--- src/source/debug_pkg.sv ---
package debug_pkg;

    localparam int WORD_W  = 32;                  // Data, instruction and PC width
    localparam int BYTE_W  = 8;
    localparam int IF_ID_W = 32;

    // Host command bytes
    localparam logic [BYTE_W-1:0] CMD_DUMP_REGS  = 8'h01;
    localparam logic [BYTE_W-1:0] CMD_DUMP_IF_ID = 8'h02;
    localparam logic [BYTE_W-1:0] CMD_LOAD       = 8'h07;
    localparam logic [BYTE_W-1:0] CMD_CONTINUOUS = 8'h08;
    localparam logic [BYTE_W-1:0] CMD_STEP_MODE  = 8'h09;
    localparam logic [BYTE_W-1:0] CMD_STEP       = 8'h0A;
    localparam logic [BYTE_W-1:0] CMD_READ_MEM   = 8'h0B;
    localparam logic [BYTE_W-1:0] CMD_ARM        = 8'h0D;
    localparam logic [BYTE_W-1:0] CMD_STOP_PC    = 8'h0E;
    localparam logic [BYTE_W-1:0] CMD_EXECUTE    = 8'h11;

    localparam logic [BYTE_W-1:0] ACK_BYTE = 8'h52;   // ASCII "R"

    localparam int STOP_PC_MARGIN = 5;            // Default stop PC is N plus this

    typedef enum logic [1:0] {
        DUMP_REGS  = 2'd0,
        DUMP_IF_ID = 2'd1,
        DUMP_MEM   = 2'd2,
        DUMP_ACK   = 2'd3                         // Acknowledge only with no data bytes
    } dump_src_t;

endpackage
--- src/source/debug_unit.sv ---
module debug_unit #(
    parameter int NUM_REGISTERS = 32,
    parameter int MEM_ADDR_W    = 6
) (
    input  logic                                       i_clk,
    input  logic                                       i_reset,
    input  logic                                       i_rx_valid,
    input  logic [debug_pkg::BYTE_W-1:0]               i_rx_data,
    input  logic                                       i_tx_done,
    input  logic [debug_pkg::WORD_W*NUM_REGISTERS-1:0] i_registers,
    input  logic [debug_pkg::IF_ID_W-1:0]              i_if_id,
    input  logic [debug_pkg::WORD_W-1:0]               i_dmem_data,
    input  logic [debug_pkg::WORD_W-1:0]               i_pc,
    output logic                                       o_tx_start,
    output logic [debug_pkg::BYTE_W-1:0]               o_tx_data,
    output logic                                       o_imem_we,
    output logic [debug_pkg::WORD_W-1:0]               o_imem_addr,
    output logic [debug_pkg::WORD_W-1:0]               o_imem_data,
    output logic [MEM_ADDR_W-1:0]                      o_dmem_addr,
    output logic                                       o_cpu_enable
);
    import debug_pkg::*;

    logic              dump_req;
    dump_src_t         dump_src;
    logic              mode_set;
    logic              mode_step_sel;
    logic              step;
    logic              arm;
    logic              stop_pc_we;
    logic [WORD_W-1:0] stop_pc_value;
    logic              load_active;

    cmd_decoder #(
        .MEM_ADDR_W(MEM_ADDR_W)
    ) u_cmd_decoder (
        .i_clk           (i_clk),
        .i_reset         (i_reset),
        .i_rx_valid      (i_rx_valid),
        .i_rx_data       (i_rx_data),
        .o_dump_req      (dump_req),
        .o_dump_src      (dump_src),
        .o_mode_set      (mode_set),
        .o_mode_step_sel (mode_step_sel),
        .o_step          (step),
        .o_arm           (arm),
        .o_stop_pc_we    (stop_pc_we),
        .o_stop_pc_value (stop_pc_value),
        .o_load_active   (load_active),
        .o_imem_we       (o_imem_we),
        .o_imem_addr     (o_imem_addr),
        .o_imem_data     (o_imem_data),
        .o_dmem_addr     (o_dmem_addr)
    );

    run_control u_run_control (
        .i_clk           (i_clk),
        .i_reset         (i_reset),
        .i_mode_set      (mode_set),
        .i_mode_step_sel (mode_step_sel),
        .i_step          (step),
        .i_arm           (arm),
        .i_stop_pc_we    (stop_pc_we),
        .i_stop_pc_value (stop_pc_value),
        .i_load_active   (load_active),
        .i_pc            (i_pc),
        .o_cpu_enable    (o_cpu_enable)
    );

    dump_serializer #(
        .NUM_REGISTERS(NUM_REGISTERS)
    ) u_dump_serializer (
        .i_clk       (i_clk),
        .i_reset     (i_reset),
        .i_dump_req  (dump_req),
        .i_dump_src  (dump_src),
        .i_registers (i_registers),
        .i_if_id     (i_if_id),
        .i_dmem_data (i_dmem_data),
        .i_tx_done   (i_tx_done),
        .o_tx_start  (o_tx_start),
        .o_tx_data   (o_tx_data)
    );

endmodule

--- src/source/dump_serializer.sv ---
module dump_serializer #(
    parameter int NUM_REGISTERS = 32
) (
    input  logic                                       i_clk,
    input  logic                                       i_reset,
    input  logic                                       i_dump_req,
    input  debug_pkg::dump_src_t                       i_dump_src,
    input  logic [debug_pkg::WORD_W*NUM_REGISTERS-1:0] i_registers,
    input  logic [debug_pkg::IF_ID_W-1:0]              i_if_id,
    input  logic [debug_pkg::WORD_W-1:0]               i_dmem_data,
    input  logic                                       i_tx_done,
    output logic                                       o_tx_start,
    output logic [debug_pkg::BYTE_W-1:0]               o_tx_data
);
    import debug_pkg::*;

    localparam int REG_BYTES   = (WORD_W * NUM_REGISTERS + BYTE_W - 1) / BYTE_W;
    localparam int IF_ID_BYTES = (IF_ID_W + BYTE_W - 1) / BYTE_W;
    localparam int MEM_BYTES   = (WORD_W + BYTE_W - 1) / BYTE_W;
    localparam int SNAP_BYTES  = (REG_BYTES > IF_ID_BYTES) ? REG_BYTES : IF_ID_BYTES;
    localparam int SNAP_W      = SNAP_BYTES * BYTE_W;
    localparam int CNT_W       = $clog2(SNAP_BYTES + 1);

    typedef enum logic [1:0] {
        S_IDLE,
        S_CAPTURE,
        S_SEND,
        S_WAIT
    } state_t;

    state_t           state;
    dump_src_t        src;
    logic [CNT_W-1:0] bytes_left;                 // Data bytes still to go before the ack
    logic             last_byte;
    logic [SNAP_W-1:0] snap;

    always_ff @(posedge i_clk or posedge i_reset) begin
        if (i_reset) begin
            state      <= S_IDLE;
            src        <= DUMP_ACK;
            bytes_left <= '0;
            last_byte  <= 1'b0;
            o_tx_start <= 1'b0;
        end else begin
            o_tx_start <= 1'b0;
            case (state)
                S_IDLE: begin
                    if (i_dump_req) begin
                        src   <= i_dump_src;
                        state <= S_CAPTURE;
                    end
                end
                // One cycle later so the data memory has answered the new address
                S_CAPTURE: begin
                    case (src)
                        DUMP_REGS:  bytes_left <= CNT_W'(REG_BYTES);
                        DUMP_IF_ID: bytes_left <= CNT_W'(IF_ID_BYTES);
                        DUMP_MEM:   bytes_left <= CNT_W'(MEM_BYTES);
                        default:    bytes_left <= '0;
                    endcase
                    state <= S_SEND;
                end
                S_SEND: begin
                    o_tx_start <= 1'b1;
                    last_byte  <= (bytes_left == '0);
                    if (bytes_left != '0) begin
                        bytes_left <= bytes_left - CNT_W'(1);
                    end
                    state <= S_WAIT;
                end
                S_WAIT: begin
                    if (i_tx_done) begin
                        state <= last_byte ? S_IDLE : S_SEND;
                    end
                end
                default: state <= S_IDLE;
            endcase
        end
    end

    always_ff @(posedge i_clk) begin
        if (state == S_CAPTURE) begin
            case (src)
                DUMP_REGS:  snap <= SNAP_W'(i_registers);
                DUMP_IF_ID: snap <= SNAP_W'(i_if_id);
                default:    snap <= SNAP_W'(i_dmem_data);
            endcase
        end else if (state == S_SEND) begin
            snap      <= snap >> BYTE_W;          // Least significant byte goes out first
            o_tx_data <= (bytes_left == '0) ? ACK_BYTE : snap[BYTE_W-1:0];
        end
    end

endmodule

--- src/source/run_control.sv ---
module run_control (
    input  logic                         i_clk,
    input  logic                         i_reset,
    input  logic                         i_mode_set,
    input  logic                         i_mode_step_sel,
    input  logic                         i_step,
    input  logic                         i_arm,
    input  logic                         i_stop_pc_we,
    input  logic [debug_pkg::WORD_W-1:0] i_stop_pc_value,
    input  logic                         i_load_active,
    input  logic [debug_pkg::WORD_W-1:0] i_pc,
    output logic                         o_cpu_enable
);
    import debug_pkg::*;

    logic              step_mode;                 // 0 continuous, 1 single step
    logic              armed;
    logic              load_q;
    logic              step_en;
    logic              at_stop;
    logic [WORD_W-1:0] stop_pc;

    always_ff @(posedge i_clk or posedge i_reset) begin
        if (i_reset) begin
            step_mode <= 1'b0;
        end else if (i_mode_set) begin
            step_mode <= i_mode_step_sel;
        end
    end

    always_ff @(posedge i_clk or posedge i_reset) begin
        if (i_reset) begin
            stop_pc <= '0;
        end else if (i_stop_pc_we) begin
            stop_pc <= i_stop_pc_value;
        end
    end

    always_ff @(posedge i_clk or posedge i_reset) begin
        if (i_reset) begin
            load_q <= 1'b0;
            armed  <= 1'b0;
        end else begin
            load_q <= i_load_active;
            if (i_load_active && !load_q) begin
                armed <= 1'b0;                    // A new program disarms the stop PC
            end else if (i_arm) begin
                armed <= 1'b1;
            end
        end
    end

    // One enable cycle per step command in step mode
    always_ff @(posedge i_clk or posedge i_reset) begin
        if (i_reset) begin
            step_en <= 1'b0;
        end else begin
            step_en <= i_step && step_mode;
        end
    end

    assign at_stop      = armed && (i_pc >= stop_pc);
    assign o_cpu_enable = !i_load_active && (step_mode ? step_en : !at_stop);

endmodule

--- src/source/cmd_decoder.sv ---
module cmd_decoder #(
    parameter int MEM_ADDR_W = 6
) (
    input  logic                         i_clk,
    input  logic                         i_reset,
    input  logic                         i_rx_valid,
    input  logic [debug_pkg::BYTE_W-1:0] i_rx_data,
    output logic                         o_dump_req,
    output debug_pkg::dump_src_t         o_dump_src,
    output logic                         o_mode_set,
    output logic                         o_mode_step_sel,
    output logic                         o_step,
    output logic                         o_arm,
    output logic                         o_stop_pc_we,
    output logic [debug_pkg::WORD_W-1:0] o_stop_pc_value,
    output logic                         o_load_active,
    output logic                         o_imem_we,
    output logic [debug_pkg::WORD_W-1:0] o_imem_addr,
    output logic [debug_pkg::WORD_W-1:0] o_imem_data,
    output logic [MEM_ADDR_W-1:0]        o_dmem_addr
);
    import debug_pkg::*;

    typedef enum logic [2:0] {
        S_IDLE,
        S_ADDR,
        S_STOP_PC,
        S_COUNT,
        S_WORDS,
        S_EXEC
    } state_t;

    state_t            state;
    logic [BYTE_W-1:0] n_words;                   // Program length N
    logic [BYTE_W-1:0] word_idx;
    logic [1:0]        byte_cnt;                  // Byte position inside the word
    logic [WORD_W-1:0] word_buf;
    logic [WORD_W-1:0] word_next;

    assign word_next = {i_rx_data, word_buf[WORD_W-1:BYTE_W]};  // LSB arrives first

    always_ff @(posedge i_clk or posedge i_reset) begin
        if (i_reset) begin
            state           <= S_IDLE;
            o_dump_req      <= 1'b0;
            o_dump_src      <= DUMP_ACK;
            o_mode_set      <= 1'b0;
            o_mode_step_sel <= 1'b0;
            o_step          <= 1'b0;
            o_arm           <= 1'b0;
            o_stop_pc_we    <= 1'b0;
            o_load_active   <= 1'b0;
            o_imem_we       <= 1'b0;
            o_dmem_addr     <= '0;
            n_words         <= '0;
            word_idx        <= '0;
            byte_cnt        <= '0;
        end else begin
            o_dump_req   <= 1'b0;
            o_mode_set   <= 1'b0;
            o_step       <= 1'b0;
            o_arm        <= 1'b0;
            o_stop_pc_we <= 1'b0;
            o_imem_we    <= 1'b0;
            if (i_rx_valid) begin
                case (state)
                    S_IDLE: begin
                        case (i_rx_data)
                            CMD_DUMP_REGS: begin
                                o_dump_req <= 1'b1;
                                o_dump_src <= DUMP_REGS;
                            end
                            CMD_DUMP_IF_ID: begin
                                o_dump_req <= 1'b1;
                                o_dump_src <= DUMP_IF_ID;
                            end
                            CMD_READ_MEM: state <= S_ADDR;
                            CMD_STOP_PC:  state <= S_STOP_PC;
                            CMD_LOAD: begin
                                o_load_active <= 1'b1;   // Holds the CPU off until the last word
                                state         <= S_COUNT;
                            end
                            CMD_CONTINUOUS: begin
                                o_mode_set      <= 1'b1;
                                o_mode_step_sel <= 1'b0;
                            end
                            CMD_STEP_MODE: begin
                                o_mode_set      <= 1'b1;
                                o_mode_step_sel <= 1'b1;
                            end
                            CMD_STEP: o_step <= 1'b1;
                            CMD_ARM:  o_arm  <= 1'b1;
                            default:  state  <= S_IDLE;  // Unknown byte
                        endcase
                    end
                    S_ADDR: begin
                        o_dmem_addr <= MEM_ADDR_W'(i_rx_data);
                        o_dump_req  <= 1'b1;
                        o_dump_src  <= DUMP_MEM;
                        state       <= S_IDLE;
                    end
                    S_STOP_PC: begin
                        o_stop_pc_we <= 1'b1;
                        o_dump_req   <= 1'b1;
                        o_dump_src   <= DUMP_ACK;
                        state        <= S_IDLE;
                    end
                    S_COUNT: begin
                        o_stop_pc_we <= 1'b1;
                        n_words      <= i_rx_data;
                        word_idx     <= '0;
                        byte_cnt     <= '0;
                        if (i_rx_data == '0) begin
                            o_load_active <= 1'b0;
                            state         <= S_EXEC;
                        end else begin
                            state <= S_WORDS;
                        end
                    end
                    S_WORDS: begin
                        byte_cnt <= byte_cnt + 2'd1;
                        if (byte_cnt == 2'd3) begin
                            o_imem_we <= 1'b1;
                            word_idx  <= word_idx + 8'd1;
                            if (word_idx == n_words - 8'd1) begin
                                o_load_active <= 1'b0;
                                state         <= S_EXEC;
                            end
                        end
                    end
                    S_EXEC: begin
                        if (i_rx_data == CMD_EXECUTE) begin
                            o_dump_req <= 1'b1;
                            o_dump_src <= DUMP_ACK;
                            state      <= S_IDLE;
                        end
                    end
                    default: state <= S_IDLE;
                endcase
            end
        end
    end

    always_ff @(posedge i_clk) begin
        if (i_rx_valid) begin
            if (state == S_COUNT) begin
                o_stop_pc_value <= WORD_W'(i_rx_data) + WORD_W'(STOP_PC_MARGIN);
            end else if (state == S_STOP_PC) begin
                o_stop_pc_value <= WORD_W'(i_rx_data);
            end
            if (state == S_WORDS) begin
                word_buf <= word_next;
                if (byte_cnt == 2'd3) begin
                    o_imem_data <= word_next;
                    o_imem_addr <= WORD_W'(word_idx);
                end
            end
        end
    end

endmodule

--- config.mk ---
export PLATFORM = sky130hd
export DESIGN_NAME = debug_unit
export DESIGN_NICKNAME = d
export VERILOG_FILES = /design/src/source/debug_pkg.sv /design/src/source/debug_unit.sv /design/src/source/dump_serializer.sv /design/src/source/run_control.sv /design/src/source/cmd_decoder.sv
export SDC_FILE = /design/constraint.sdc
export NUM_CORES = 1
export LEC_CHECK = 0
export BUFFER_PORTS_ARGS = -buffer_cell sky130_fd_sc_hd__buf_4
export CORE_AREA = 3 3 469 471
export CTS_BUF_LIST = sky130_fd_sc_hd__clkbuf_4 sky130_fd_sc_hd__clkbuf_8 sky130_fd_sc_hd__clkbuf_16
export CTS_CLUSTER_SIZE = 14
export DETAILED_ROUTE_END_ITERATION = 8
export DIE_AREA = 0 0 472 474
export PLACE_DENSITY = 0.46
export SLEW_MARGIN = 30
export SYNTH_ARGS = -nofsm -noshare
export SYNTH_HDL_FRONTEND = slang
export SYNTH_HIERARCHICAL = 1
export SYNTH_SLANG_ARGS = --single-unit
export TNS_END_PERCENT = 50
--- constraint.sdc ---
create_clock -name i_clk -period 25.5 [get_ports i_clk]
set_input_delay 3.825 -clock i_clk [delete_from_list [all_inputs] [get_ports i_clk]]
set_output_delay 3.825 -clock i_clk [all_outputs]
set_load 0.005 [all_outputs]
* After elaboration in Yosys (flattened, before gate mapping)
Index checks and enable logic that the tools add are counted.
Operators by class: $lt $le $gt $ge 1, reductions and logical operators 41, muxes and demuxes 52, equal/unequal tests 32, $add $sub $neg 5, bitwise logic cells 1
Operators with widths (number):
- $mux 1024 | 2
- $pmux 1024 s2 | 1
- $mux 32 | 2
- $eq 8x4->1 const B | 6
- $pmux 8 s2 | 3
- $ge 32x32->1 | 1
- $mux 1 | 26
- $pmux 3 s4 | 2
- $reduce_and 2->1 | 9
- $logic_not 8->1 | 2
- $mux 8 | 2
- $pmux 2 s4 | 2
- $sub 8x1->8 const B | 2
- $ne 2x1->1 const B | 5
- $reduce_bool 2->1 | 5
- $reduce_or 2->1 | 5
- $add 8x3->9 const B | 1
- $mux 3 | 3
- $reduce_and 3->1 | 3
- $add 8x1->8 const B | 1
- $eq 2x2->1 const B | 4
- $eq 8x1->1 const B | 1
- $eq 8x2->1 const B | 1
- $eq 8x3->1 const B | 1
- other kinds (25) | 42
Word-level totals: input port bits 1132, output and inout port bits 81, flip-flop bits (word level) 1223, logic and storage cells 162

* Depth between registers and ports, before layout
depth after elaboration 5, mapped depth 8, gate-level depth less buffers 7

* By module
Netlist, hierarchy kept.
Modules (own cells, without submodules):
- dump_serializer | area an instance 42537.0 um2, sequential area each 31342.6 um2, cells an instance 2493, times used 1
- cmd_decoder | area an instance 4744.6 um2, sequential area each 3120.5 um2, cells an instance 355, times used 1
- run_control | area an instance 2088.3 um2, sequential area each 900.9 um2, cells an instance 229, times used 1

* Least setup slack after synthesis
Ideal clock, no wire load.
path kind register to register, start register u_dump_serializer.state[0], end register u_dump_serializer.snap[0] (enable), data arrival time 21301 ps, buffers on the path 0, setup slack 2788 ps, data required time 24088 ps, period minus slack after synthesis 22712 ps, stages on the path, launching flop included 3, cell sequence dfrtp_1 -> inv_1 -> ha_1
Between the ends: word-level cells in the longest chain between the ends 2
RTL lines:
- start, declared | RTL line dump_serializer.sv:31 | state_t state;
- start signal, assigned | RTL line dump_serializer.sv:73 | state <= last_byte ? S_IDLE : S_SEND;
- $eq 2x2->1 or $eq 2x1->1 (tied branches) | RTL line dump_serializer.sv:88, dump_serializer.sv:82
- $reduce_bool 2->1 (no line) (*)
- end signal, assigned | RTL line dump_serializer.sv:85 | DUMP_IF_ID: snap <= SNAP_W'(i_if_id);
- end signal, assigned | RTL line dump_serializer.sv:86 | default: snap <= SNAP_W'(i_dmem_data);
- end signal, assigned | RTL line dump_serializer.sv:89 | snap <= snap >> BYTE_W;
- end, declared | RTL line dump_serializer.sv:35 | logic [SNAP_W-1:0] snap;
Every way passes the cells marked *; elsewhere a longest branch is shown, timed or not. A chain may end at the register's enable or synchronous reset.

* Worst setup path in the final report
start input port i_pc[13] (netlist bit), end output port o_cpu_enable
Between the ends: word-level cells in the longest chain between the ends 5
RTL lines:
- start, declared | RTL line debug_unit.sv:13 | input logic [debug_pkg::WORD_W-1:0] i_pc,
- $ge 32x32->1 | RTL line run_control.sv:62 | assign at_stop = armed && (i_pc >= stop_pc);
- $logic_and 1x1->1 | RTL line run_control.sv:62
- $logic_not 1->1 | RTL line run_control.sv:63 | assign o_cpu_enable = !i_load_active && (step_mode ? step_en : !at_stop);
- $mux 1 | RTL line run_control.sv:63
- $logic_and 1x1->1 | RTL line run_control.sv:63
- end, declared | RTL line debug_unit.sv:20 | output logic o_cpu_enable
Every way passes these cells.

==> impl_metrics.py <==
metrics = {
    "worst_setup_path": {
        "r2r_slack_ns": 19.72,
        "crit_path_end": "o_cpu_enable",
        "crit_start": "i_pc[13]",
        "worst_ep_arrival_time_ns": 5.53,
        "cp_data_required_time_ns": 21.67,
        "crit_fanout": 2,
        "reg2reg_depth": 9,
        "critPathCaptureType": "output port",
        "regToRegEndpoint": "u_dump_serializer/snap[935]$_DFFE_PP_",
        "worstReg2RegStart": "u_dump_serializer/state[1]$_DFFE_PP0P_",
        "path_class": "input port to output port",
        "start_kind": "input port",
    },
    "detailed_routing": {
        "first_pass_iters": 5,
        "wl_met2_um": 90800,
        "wl_met1_um": 74900,
        "dr.max_layer_used": "met5",
        "drt_iter0_drc": 2815,
        "vias": 32800,
        "drc": 0,
        "wl_met3_um": 17900,
        "routed_via_density": 4.56,
        "ant_nets": 0,
        "routedWlPerCell_um": 26.2,
        "wirelength_um": 188000,
    },
    "layout": {
        "area_growth_pct": 33.4,
        "finalNetCount": 5376,
        "multi_input_area_sq_um": 12300,
        "regArea_sq_um": 35400,
        "layout_commonest_cell": "buf_4",
        "fillers": 21800,
        "drive_gt1_share_pct": 35.1,
        "final_cell_mix": "1,213 x buf_4, 1,105 x edfxtp_1, 984 x a22o_1",
    },
    "sta": {
        "rsz0062_at_grt": "no",
        "drv_slew": 0,
        "worstMarginPinSlew_ns": 1.07,
        "setup_violations": 0,
        "min_period_ns": 9.35,
        "fmaxAchievable_mhz": 107,
        "setup_tns_ns": 0,
        "relSlewSlack_pct": 28.4,
        "fin_crit_sh_pct": 36.7,
        "finalHoldViolCount": 0,
        "worst_slack_ns": 16.15,
        "clock_skew_ns": 0.0655,
    },
    "global_route": {
        "grt_pass1_vias": 33400,
        "grt_start_max_net_pins": 196,
        "grt_pass1_wl_um": 257000,
        "grt.total_usage_pct": 16.0,
        "grt-ovfl-total": 0,
        "antenna_found_initial": 72,
    },
    "pwr": {
        "p_per_area_nw_per_um2": 141,
        "leakage_nw": 25.7,
        "ir_drop_mv": 0.125,
    },
    "clock_network": {
        "root_buffer": "clkbuf_16",
        "clkTransAtPathRegs_ns": 0.06,
        "cts_buffer_depth": 3,
        "cts_tree": "done",
        "cts_setup_buffers": 0,
        "clk_latency_ns": 0.79,
        "h-tree-depth": 4,
        "cts.sinks": 1192,
        "cts_hold_buffers": 0,
        "postCtsResizedCells": 0,
        "cts_buffers": 148,
    },
    "floorplan": {
        "die_w_um": 472,
        "dieArea_sq_um": 224000,
        "core_sq_um": 217000,
        "dieHeight_um": 474,
        "start_util_pct": 22.8,
        "pin_count": 1213,
        "rows": 171,
    },
    "place": {
        "hpwl_um": 136000,
        "io_buffers": 1188,
        "routabilityCongestion": 0.853,
        "place_ws_ns": 16.11,
    },
    "yosys": {
        "ys_seq_elements": 1192,
        "yosysTopAreaCell": "edfxtp_1",
        "synth-edff-count": 1105,
        "ys_seq_area_share_pct": 71.6,
        "yosysWarningCount": 6,
        "syn_inst": 3077,
        "synth_cell_types": 77,
        "yosys-top-cells-area": "edfxtp_1 67%, a22o_1 17%, dfrtp_1 4.2%",
        "ys_async_sr_fraction_pct": 7.30,
        "synth_top_area_share_pct": 67.2,
        "synth_flop_cell": "edfxtp_1",
        "synth_area_sq_um": 49400,
        "synth.avg_cell_area_sq_um": 16.0,
    },
    "flow_run": {
        "cap_violations": 0,
    },
    "run_status": {
        "outcome": "complete, no violations",
    },
    "min_path": {
        "hold_class": "register to register",
        "holdCritStartpoint": "u_cmd_decoder/word_buf[12]$_DFFE_PP_",
    },
}
-- state kept, by name, indices dropped and copies added, names as in the netlist, 6 cells and up --
signal                         flops
u_cmd_decoder/o_dmem_addr          6
u_dump_serializer/bytes_left       8
u_cmd_decoder/o_stop_pc_value      9
u_dump_serializer/snap          1024
u_cmd_decoder/word_idx             8
u_cmd_decoder/o_imem_addr          8
u_run_control/stop_pc             32
u_cmd_decoder/n_words              8
u_dump_serializer/o_tx_data        8
u_cmd_decoder/word_buf            24
u_cmd_decoder/o_imem_data         32
-- layer usage --
layer  up-vias  global-route usage [%]
met5         -                       0
met1     16500                    19.2
li1      14800                       -
met3       253                    6.82
met2      1194                    26.1
met4        70                    4.28
-- cell usage after synthesis, types with 23 or more instances --
master and instances:
edfxtp_1 1105, a22o_1 984, buf_2 131, nand2_1 115
buf_4 98, dfrtp_1 83, clkbuf_1 75, nor2_1 57
inv_1 54, o21ai_0 52, ha_1 48, a31oi_1 33
a22oi_1 32, a21oi_1 23
-- how the worst min path moves through the flow --
stage | end | slack, ns | depth (start not counted)
floorplan | u_cmd_decoder/o_imem_data[0]$_DFFE_PP_ | 0.40 | 0
global placement | u_cmd_decoder/o_imem_data[2]$_DFFE_PP_ | 0.40 | 0
detailed placement | u_cmd_decoder/o_imem_data[4]$_DFFE_PP_ | 0.41 | 0
CTS | u_cmd_decoder/o_imem_data[4]$_DFFE_PP_ | 0.41 | 0
global route | u_cmd_decoder/o_imem_data[4]$_DFFE_PP_ | 0.42 | 0
finish | u_cmd_decoder/o_imem_data[4]$_DFFE_PP_ | 0.41 | 0
-- where the power goes --
group,switching [mW],internal (mW),total (mW)
clock network,0.904,1.22,2.13
logic,1.77,1.17,2.94
registers,0.400,3.84,4.24
-- layout make-up --
| cell class | instances | area share, % |
|---|---|---|
| Sequential cell | 1192 | 53.7 |
| Multi-Input combinational cell | 1568 | 18.7 |
| Timing Repair Buffer | 1231 | 14.2 |
| Clock buffer | 183 | 6.06 |
| Tap cell | 2854 | 5.42 |
| Clock inverter | 90 | 1.46 |
| Inverter | 55 | 0.325 |
| Antenna cell | 26 | 0.0988 |
-- metrics by stage --
stage / power (mW) / area, sq um / cells / hold slack (ns) / util [%]
2_1_floorplan: 6.58 / 49500 / 3123 / 0.400 / -
3_3_place_gp: 7.21 / 60700 / 6897 / 0.401 / 28.0
3_5_place_dp: 7.23 / 60800 / 6898 / 0.405 / 28.1
4_1_cts: 9.44 / 65700 / 7171 / 0.414 / 30.3
5_1_grt: 9.80 / 65800 / 7185 / 0.422 / 30.4
6_report: 9.31 / 65800 / 7199 / 0.415 / 30.4
-- logic make-up after synthesis --
family                     after synthesis  synth area share [%]
AOI/OAI and AO/OA                     1165                  19.8
adders and majority gates               48                  1.22
xor gates and xnor gates                24                 0.426
muxes                                   18                 0.413
buffers and inverters                  363                  3.85
DFF                                   1192                  71.6
and+or+nand+nor                        266                  2.64
other                                    1               0.00760
-- critical path, cell delays in order --
cell,delay [ns]
buf_4,0.11
ha_1,0.31
a21oi_1,0.14
a2bb2oi_1,0.20
o211ai_1,0.14
a221oi_2,0.48
a2bb2oi_2,0.19
buf_4,0.13
No activity file was read; power rests on OpenSTA's default activity.
